<file path="src/verilog/cache_axi_pkg.sv">
// cache_axi bridge definitions
// widths, beat counts and the opcode and size encodings of both ports
package cache_axi_pkg;

  localparam int LINE_W     = 512;
  localparam int BEAT_W     = 64;
  localparam int ADDR_W     = 64;
  localparam int BEATS      = 8;              // beats per line
  localparam int LINE_BYTES = 64;             // address step between lines
  localparam int BEAT_CNT_W = $clog2(BEATS);

  // axi_io blks field carries beats minus one
  localparam logic [7:0] BLKS = 8'(BEATS - 1);

  typedef enum logic {
    REQ_READ  = 1'b0,
    REQ_WRITE = 1'b1
  } req_op_e;

  typedef enum logic [1:0] {
    SIZE_BYTE  = 2'd0,
    SIZE_HALF  = 2'd1,
    SIZE_WORD  = 2'd2,
    SIZE_DWORD = 2'd3   // only size driven by the bridge
  } io_size_e;

endpackage

</file>
<file path="src/verilog/line_test_pkg.sv">
// line exerciser definitions
// state encoding, idle delay, start address and data pattern LFSR
package line_test_pkg;

  typedef enum logic [1:0] {
    ST_WAIT_WR = 2'd0,
    ST_WRITE   = 2'd1,
    ST_WAIT_RD = 2'd2,
    ST_READ    = 2'd3
  } test_state_e;

  localparam int IDLE_CYCLES = 20;          // gap between requests
  localparam int IDLE_CNT_W  = $clog2(IDLE_CYCLES + 1);

  localparam logic [63:0] START_ADDR = 64'h0000_0000_8000_0000;

  // galois lfsr for write patterns, x^64 + x^63 + x^61 + x^60 + 1
  localparam logic [63:0] PATTERN_SEED = 64'h1d8b_9dca_096d_5801;
  localparam logic [63:0] LFSR_TAPS    = 64'hd800_0000_0000_0000;

endpackage

</file>
<file path="src/verilog/axi_write_serializer.sv">
// write serializer
// holds one cache line and hands it out one 64-bit beat at a time
`timescale 1ns/1ps

module axi_write_serializer import cache_axi_pkg::*; (
  input  logic              clk,
  input  logic              rst,
  input  logic              i_load,
  input  logic [LINE_W-1:0] i_line,
  input  logic              i_beat_taken,
  output logic [BEAT_W-1:0] o_beat,
  output logic              o_done
);

  logic [LINE_W-1:0]     line_q;
  logic [BEAT_CNT_W-1:0] beat_cnt;
  logic                  active;     // line loaded, beats still owed

  assign o_beat = line_q[BEAT_W-1:0];
  assign o_done = i_beat_taken && (beat_cnt == BEAT_CNT_W'(BEATS - 1));

  always_ff @(posedge clk) begin
    if (rst) begin
      beat_cnt <= '0;
      active   <= 1'b0;
    end else if (i_load) begin
      beat_cnt <= '0;
      active   <= 1'b1;
    end else if (i_beat_taken) begin
      beat_cnt <= beat_cnt + 1'b1;
      if (o_done) active <= 1'b0;   // last beat gone
    end
  end

  // payload shifts down so the next beat sits in the low bits
  always_ff @(posedge clk) begin
    if (i_load) begin
      line_q <= i_line;
    end else if (i_beat_taken) begin
      line_q <= {{BEAT_W{1'b0}}, line_q[LINE_W-1:BEAT_W]};
    end
  end

  // no beat may be taken between the final beat and the next load
  a_no_beat_after_done: assert property (
    @(posedge clk) disable iff (rst)
    i_beat_taken |-> active
  );

endmodule

</file>
<file path="src/verilog/axi_read_assembler.sv">
// read assembler
// gathers eight returned beats into one cache line, beat 0 lowest
`timescale 1ns/1ps

module axi_read_assembler import cache_axi_pkg::*; (
  input  logic              clk,
  input  logic              rst,
  input  logic              i_start,
  input  logic              i_beat_valid,
  input  logic [BEAT_W-1:0] i_beat,
  output logic [LINE_W-1:0] o_line,
  output logic              o_done
);

  logic [LINE_W-1:0]     line_q;
  logic [BEAT_CNT_W-1:0] beat_cnt;

  assign o_line = line_q;
  assign o_done = i_beat_valid && (beat_cnt == BEAT_CNT_W'(BEATS - 1));

  always_ff @(posedge clk) begin
    if (rst) begin
      beat_cnt <= '0;
    end else if (i_start) begin
      beat_cnt <= '0;
    end else if (i_beat_valid) begin
      beat_cnt <= beat_cnt + 1'b1;   // wraps to 0 after the eighth beat
    end
  end

  // new beat enters at the top, earlier beats move toward bit 0
  always_ff @(posedge clk) begin
    if (i_beat_valid) begin
      line_q <= {i_beat, line_q[LINE_W-1:BEAT_W]};
    end
  end

  // after a start, exactly eight beats arrive before the next start
  a_start_when_idle: assert property (
    @(posedge clk) disable iff (rst)
    i_start |-> (beat_cnt == '0) && !i_beat_valid
  );

endmodule

</file>
<file path="src/verilog/cache_axi.sv">
// cache_axi bridge controller
// turns one line request into an eight-beat axi_io burst and acks it
`timescale 1ns/1ps

module cache_axi import cache_axi_pkg::*; (
  input  logic              clk,
  input  logic              rst,
  input  logic              i_cache_axi_req,
  input  req_op_e           i_cache_axi_op,
  input  logic [ADDR_W-1:0] i_cache_axi_addr,
  input  logic [LINE_W-1:0] i_cache_axi_wdata,
  output logic              o_cache_axi_ack,
  output logic [LINE_W-1:0] o_cache_axi_rdata,
  input  logic              i_axi_io_ready,
  input  logic [BEAT_W-1:0] i_axi_io_rdata,
  output logic              o_axi_io_valid,
  output req_op_e           o_axi_io_op,
  output logic [ADDR_W-1:0] o_axi_io_addr,
  output io_size_e          o_axi_io_size,
  output logic [7:0]        o_axi_io_blks,
  output logic [BEAT_W-1:0] o_axi_io_wdata
);

  typedef enum logic [1:0] {
    BR_IDLE  = 2'd0,
    BR_BURST = 2'd1,
    BR_ACK   = 2'd2
  } br_state_e;

  br_state_e         state;
  req_op_e           op_q;
  logic [ADDR_W-1:0] addr_q;

  logic start;       // request accepted in idle
  logic beat_hs;     // one beat moves this cycle
  logic wr_done;
  logic rd_done;
  logic burst_done;

  assign start      = (state == BR_IDLE) && i_cache_axi_req;
  assign beat_hs    = o_axi_io_valid && i_axi_io_ready;
  assign burst_done = (op_q == REQ_WRITE) ? wr_done : rd_done;

  always_ff @(posedge clk) begin
    if (rst) begin
      state <= BR_IDLE;
    end else begin
      case (state)
        BR_IDLE:  if (i_cache_axi_req) state <= BR_BURST;
        BR_BURST: if (burst_done) state <= BR_ACK;
        default:  state <= BR_IDLE;   // ack lasts one cycle
      endcase
    end
  end

  always_ff @(posedge clk) begin
    if (start) begin
      op_q   <= i_cache_axi_op;
      addr_q <= i_cache_axi_addr;
    end
  end

  axi_write_serializer u_wr_ser (
    .clk          (clk),
    .rst          (rst),
    .i_load       (start && (i_cache_axi_op == REQ_WRITE)),
    .i_line       (i_cache_axi_wdata),
    .i_beat_taken (beat_hs && (op_q == REQ_WRITE)),
    .o_beat       (o_axi_io_wdata),
    .o_done       (wr_done)
  );

  axi_read_assembler u_rd_asm (
    .clk          (clk),
    .rst          (rst),
    .i_start      (start && (i_cache_axi_op == REQ_READ)),
    .i_beat_valid (beat_hs && (op_q == REQ_READ)),
    .i_beat       (i_axi_io_rdata),
    .o_line       (o_cache_axi_rdata),
    .o_done       (rd_done)
  );

  assign o_axi_io_valid  = (state == BR_BURST);
  assign o_axi_io_op     = op_q;
  assign o_axi_io_addr   = addr_q;
  assign o_axi_io_size   = SIZE_DWORD;
  assign o_axi_io_blks   = BLKS;
  assign o_cache_axi_ack = (state == BR_ACK);

  // burst ends only on the eighth beat of the active side
  a_valid_until_done: assert property (
    @(posedge clk) disable iff (rst)
    $fell(o_axi_io_valid) |-> $past(burst_done)
  );

  a_cmd_stable: assert property (
    @(posedge clk) disable iff (rst)
    o_axi_io_valid && $past(o_axi_io_valid) |-> $stable(o_axi_io_addr) && $stable(o_axi_io_op)
  );

endmodule

</file>
<file path="src/verilog/line_exerciser.sv">
// line exerciser
// writes a pseudo-random line, reads it back, compares and counts results
`timescale 1ns/1ps

module line_exerciser import cache_axi_pkg::*, line_test_pkg::*; (
  input  logic              clk,
  input  logic              rst,
  input  logic              i_ack,
  input  logic [LINE_W-1:0] i_rdata,
  output logic              o_req,
  output req_op_e           o_op,
  output logic [ADDR_W-1:0] o_addr,
  output logic [LINE_W-1:0] o_wdata,
  output logic [15:0]       o_pass_cnt,
  output logic              o_fail,
  output logic [ADDR_W-1:0] o_fail_addr
);

  test_state_e           state;
  logic [IDLE_CNT_W-1:0] idle_cnt;
  logic [63:0]           lfsr;
  logic [63:0]           lfsr_next;
  logic [LINE_W-1:0]     wdata_q;      // pattern written, kept for the compare
  logic                  line_match;
  logic                  idle_over;

  assign lfsr_next  = (lfsr >> 1) ^ (lfsr[0] ? LFSR_TAPS : 64'd0);
  assign line_match = (i_rdata == wdata_q);
  assign idle_over  = (idle_cnt == IDLE_CNT_W'(IDLE_CYCLES));

  assign o_req   = (state == ST_WRITE) || (state == ST_READ);
  assign o_op    = ((state == ST_WAIT_WR) || (state == ST_WRITE)) ? REQ_WRITE : REQ_READ;
  assign o_wdata = wdata_q;

  always_ff @(posedge clk) begin
    if (rst) begin
      state       <= ST_WAIT_WR;
      idle_cnt    <= '0;
      lfsr        <= PATTERN_SEED;
      o_addr      <= START_ADDR;
      o_pass_cnt  <= '0;
      o_fail      <= 1'b0;
      o_fail_addr <= '0;
    end else begin
      case (state)
        ST_WAIT_WR: begin
          idle_cnt <= idle_cnt + 1'b1;
          if (idle_cnt < IDLE_CNT_W'(BEATS)) lfsr <= lfsr_next;  // one step per beat
          if (idle_over) begin
            idle_cnt <= '0;
            state    <= ST_WRITE;
          end
        end
        ST_WRITE: begin
          if (i_ack) state <= ST_WAIT_RD;
        end
        ST_WAIT_RD: begin
          idle_cnt <= idle_cnt + 1'b1;
          if (idle_over) begin
            idle_cnt <= '0;
            state    <= ST_READ;
          end
        end
        default: begin    // ST_READ
          if (i_ack) begin
            state  <= ST_WAIT_WR;
            o_addr <= o_addr + ADDR_W'(LINE_BYTES);
            if (line_match) begin
              o_pass_cnt <= o_pass_cnt + 1'b1;
            end else if (!o_fail) begin
              o_fail      <= 1'b1;     // sticky, first address only
              o_fail_addr <= o_addr;
            end
          end
        end
      endcase
    end
  end

  // beats enter at the top, so the first lfsr step ends up in beat 0
  always_ff @(posedge clk) begin
    if ((state == ST_WAIT_WR) && (idle_cnt < IDLE_CNT_W'(BEATS))) begin
      wdata_q <= {lfsr_next, wdata_q[LINE_W-1:BEAT_W]};
    end
  end

  a_req_until_ack: assert property (
    @(posedge clk) disable iff (rst)
    o_req && !i_ack |=> o_req
  );

endmodule

</file>
<file path="src/verilog/cache_axi_sys.sv">
// cache_axi subsystem top
// line exerciser on the cache side, bridge out to the axi_io memory port
`timescale 1ns/1ps

module cache_axi_sys import cache_axi_pkg::*; (
  input  logic              clk,
  input  logic              rst,
  input  logic              i_axi_io_ready,
  input  logic [BEAT_W-1:0] i_axi_io_rdata,
  output logic              o_axi_io_valid,
  output req_op_e           o_axi_io_op,
  output logic [ADDR_W-1:0] o_axi_io_addr,
  output io_size_e          o_axi_io_size,
  output logic [7:0]        o_axi_io_blks,
  output logic [BEAT_W-1:0] o_axi_io_wdata,
  output logic [15:0]       o_pass_cnt,
  output logic              o_fail,
  output logic [ADDR_W-1:0] o_fail_addr
);

  logic              cache_req;
  req_op_e           cache_op;
  logic [ADDR_W-1:0] cache_addr;
  logic [LINE_W-1:0] cache_wdata;
  logic              cache_ack;
  logic [LINE_W-1:0] cache_rdata;

  line_exerciser u_exerciser (
    .clk         (clk),
    .rst         (rst),
    .i_ack       (cache_ack),
    .i_rdata     (cache_rdata),
    .o_req       (cache_req),
    .o_op        (cache_op),
    .o_addr      (cache_addr),
    .o_wdata     (cache_wdata),
    .o_pass_cnt  (o_pass_cnt),
    .o_fail      (o_fail),
    .o_fail_addr (o_fail_addr)
  );

  cache_axi u_cache_axi (
    .clk               (clk),
    .rst               (rst),
    .i_cache_axi_req   (cache_req),
    .i_cache_axi_op    (cache_op),
    .i_cache_axi_addr  (cache_addr),
    .i_cache_axi_wdata (cache_wdata),
    .o_cache_axi_ack   (cache_ack),
    .o_cache_axi_rdata (cache_rdata),
    .i_axi_io_ready    (i_axi_io_ready),
    .i_axi_io_rdata    (i_axi_io_rdata),
    .o_axi_io_valid    (o_axi_io_valid),
    .o_axi_io_op       (o_axi_io_op),
    .o_axi_io_addr     (o_axi_io_addr),
    .o_axi_io_size     (o_axi_io_size),
    .o_axi_io_blks     (o_axi_io_blks),
    .o_axi_io_wdata    (o_axi_io_wdata)
  );

endmodule

</file>
<file path="config.mk">
export PLATFORM = sky130hd
export DESIGN_NAME = cache_axi_sys
export DESIGN_NICKNAME = d
export VERILOG_FILES = /design/src/verilog/cache_axi_pkg.sv /design/src/verilog/line_test_pkg.sv /design/src/verilog/axi_write_serializer.sv /design/src/verilog/axi_read_assembler.sv /design/src/verilog/cache_axi.sv /design/src/verilog/line_exerciser.sv /design/src/verilog/cache_axi_sys.sv
export SDC_FILE = /design/constraint.sdc
export NUM_CORES = 2
export LEC_CHECK = 0
export BUFFER_PORTS_ARGS = -buffer_cell sky130_fd_sc_hd__clkbuf_2
export CAP_MARGIN = 40
export CORE_MARGIN = 2
export CORE_UTILIZATION = 49
export DETAILED_ROUTE_END_ITERATION = 8
export PLACE_DENSITY_LB_ADDON = 0.15
export SLEW_MARGIN = 10
export SYNTH_ARGS = -nofsm -noshare
export SYNTH_HDL_FRONTEND = slang
export SYNTH_SLANG_ARGS = --single-unit
</file>
<file path="constraint.sdc">
create_clock -name clk -period 30.9 [get_ports clk]
set_input_delay 3.09 -clock clk [delete_from_list [all_inputs] [get_ports clk]]
set_output_delay 3.09 -clock clk [all_outputs]
set_load 0.005 [all_outputs]
</file>
==> metrics.txt <==
status completed; Tcrit/Tclk final 18.54%; router iterations before antenna repair 5; setup tns final 0 ns; Starting Density 49.49%; die span in y 377.1 um; Post-Syn Area per Cell 17.55 um2; Nets 4307; final hold viol count 0; total of max-cap violations 0; CTS tree done; Post-DP HPWL 119.4 mm; H-tree levels 4; via count 33689; fmax 174.5 MHz; CORE AREA 0.1378 mm2; crit path launch type input port; fin crit period 5.729 ns; Worst setup startpoint i_axi_io_ready; Gate Count Post-Synth 3887; DP Cell Count 5834; RSZ-0062 raised after global routing no; # Post-CTS Setup Buffers 0; vias in the first global route 32854; Peak VDD IR 0.05031 mV; dominant cell type by area after synthesis edfxtp_1; R2R cell count 14; max-slew violations 0; Detail Route Antenna Nets 0; area share of the largest cell type after synthesis 70.22%; Util after Layout 56.24%; total grt overflow 0; Seq/Total Area, Yosys 76.44%; FF-to-FF End u_cache_axi.u_wr_ser.line_q[40]$_DFFE_PP_; buffers added on ports 265; arrival time worst endpoint 6.16 ns; Die W 377.1 um; TritonCTS Buffers 182; synth warn 0; CP Class in -> reg; Slew headroom 20.91%; Synth area leaders edfxtp_1 (70%), mux2_2 (7.3%), xnor2_1 (6.7%); Layout Cells excl Fill 6181; DRC viols 0; first-pass GRT wire length 236.8 mm; Clock Path Buffers 3; RD Place Congestion 0.8839; Reg2Reg Setup Slack 25.21 ns; share of layout cells above drive strength 1 23.85%; asr flop ratio synth 0%; Root Buffer clkbuf_16; largest net degree at the start of global routing 161; DIE AREA 0.1422 mm2; clock latency on the worst-skew pair 0.81 ns; Resized cells post-CTS 0; Post-synth EDFFs 1595; Via density 5.450; DRT iter0 DRCs 3879; worst-path fanout max 59; worst hold path class reg -> reg; synth cell count leaders edfxtp_1 (1595), xnor2_1 (522), mux2_2 (443); Cell Pwr Density 65.09 mW/mm2; mapped cell area 0.06821 mm2; Crit. End Element flop; most common cell in the synthesized netlist edfxtp_1; crit path to u_cache_axi.u_rd_asm.o_line[222]$_DFFE_PP_; final wirelength 167.8 mm; launching point of the worst reg2reg path u_exerciser.state[0]$_SDFFE_PP0P_; P&R area growth vs syn 13.64%; Tightest Pin Transition 1.186 ns; antenna violations before repair 9; Netlist cell types 46; clock-pin slew on the worst setup and hold paths 0.06 ns; static leakage 26.36 nW; Hold Buf Count CTS 0; GRT Overall Usage 23.61%; average routed wire per standard cell 27.15 um; # rows 136; IO Count 288; WP data required 31.33 ns; worst clock skew 0.04532 ns; # setup viols final 0; Seq cells post-synth 1807; ys flop type edfxtp_1; Num Clock Sinks 1807
## sequential cells by signal, indices dropped and copies added (netlist names)
name and count:
u_cache_axi.u_rd_asm.o_line 512, u_cache_axi.u_wr_ser.line_q 512, u_exerciser.o_wdata 512, u_exerciser.lfsr 64, u_cache_axi.o_axi_io_addr 58, u_exerciser.o_addr 58, u_exerciser.o_fail_addr 58, u_exerciser.o_pass_cnt 16
u_exerciser.idle_cnt 5, u_cache_axi.u_rd_asm.beat_cnt 3, u_cache_axi.u_wr_ser.beat_cnt 3, u_cache_axi.state 2, u_exerciser.state 2, u_cache_axi.o_axi_io_op 1, u_exerciser.o_fail 1
## how the worst min path moves through the flow
stage	cells past startpoint	end	from	slack (ns)
floorplan	0	u_exerciser.o_wdata[511]$_DFFE_PP_	u_exerciser.lfsr[0]$_SDFFE_PP1P_	0.41
global placement	0	u_exerciser.o_wdata[484]$_DFFE_PP_	u_exerciser.lfsr[37]$_SDFFE_PP0P_	0.44
detailed placement	0	u_exerciser.o_wdata[500]$_DFFE_PP_	u_exerciser.lfsr[53]$_SDFFE_PP0P_	0.44
CTS	0	u_cache_axi.u_rd_asm.o_line[93]$_DFFE_PP_	u_cache_axi.u_rd_asm.o_line[157]$_DFFE_PP_	0.44
global route	0	u_cache_axi.u_rd_asm.o_line[93]$_DFFE_PP_	u_cache_axi.u_rd_asm.o_line[157]$_DFFE_PP_	0.47
finish	0	u_cache_axi.u_rd_asm.o_line[93]$_DFFE_PP_	u_cache_axi.u_rd_asm.o_line[157]$_DFFE_PP_	0.44
## per-layer routing
metal	wire length, um	GRT usage (%)	vias to the layer above	share of wire (%)
met4	3020	5.653	0	1.8
met5	0	0	-	0
li1	-	-	15146	-
met2	79900	37.22	1113	48
met1	73960	34.06	17276	44
met3	10950	4.490	154	6.5
## power by group
| part | internal (mW) | total, mW | switching, mW |
|---|---|---|---|
| clock network | 1.22 | 2.14 | 0.928 |
| logic | 0.0468 | 0.142 | 0.0952 |
| registers | 2.70 | 2.76 | 0.0573 |
## placed cells by master (no fill, tap or decap), drive strengths merged, types with 7 or more instances in the layout
cell type / n
xor2: 50
ha: 12
mux2: 453
nand4: 154
dfxtp: 212
nor3: 9
inv: 18
nor2: 141
mux2i: 62
and3: 12
clkinv: 61
edfxtp: 1595
nand3b: 28
or3: 10
nand3: 31
buf: 64
xnor2: 522
o21ai: 14
and4: 7
clkbuf: 531
nand2: 170
a21oi: 60
conb: 22
and2: 69
nor4: 42
## final cells by class
cell class	count	area (um2)
flip-flops and latches	1807	52140
clock buffers	265	5169
clock inverters	76	655.6
diodes	2	5.005
repair buffers	330	2191
inverters	11	48.80
well taps	1794	2245
fillers	10780	60310
multi-input cells	1896	15060
## worst max-delay path, stage by stage
cell and delay [ns]:
clkbuf_2 0.12, nand2_1 0.13, nor2_4 0.10, buf_4 0.59, buf_4 0.59, buf_4 0.65, buf_4 0.82
## metrics by stage
| stage | hold WS (ns) | area [um2] | power [mW] | setup WS [ns] |
|---|---|---|---|---|
| 2_1_floorplan | 0.4064 | 68290 | 2.855 | 5.030 |
| 3_3_place_gp | 0.4363 | 71130 | 2.948 | 23.85 |
| 3_5_place_dp | 0.4419 | 71640 | 2.952 | 24.23 |
| 4_1_cts | 0.4392 | 77460 | 5.077 | 24.60 |
| 5_1_grt | 0.4659 | 77510 | 5.183 | 24.86 |
| 6_report | 0.4363 | 77520 | 5.046 | 25.17 |
## logic make-up (layout without fill, tap and decap cells)
logic type                 Yosys count  in the layout  synth area share [%]
AOI/OAI and AO/OA                   82             82                0.6310
xor gates and xnor gates           572            572                 7.344
adders and majority gates           12             12                0.2201
buffers and inverters              204            682                 1.647
DFF                               1807           1807                 76.44
muxes                              515            515                 8.388
other                                2             24               0.01101
and+or+nand+nor                    693            693                 5.319
(Power assumes the default switching activity.)
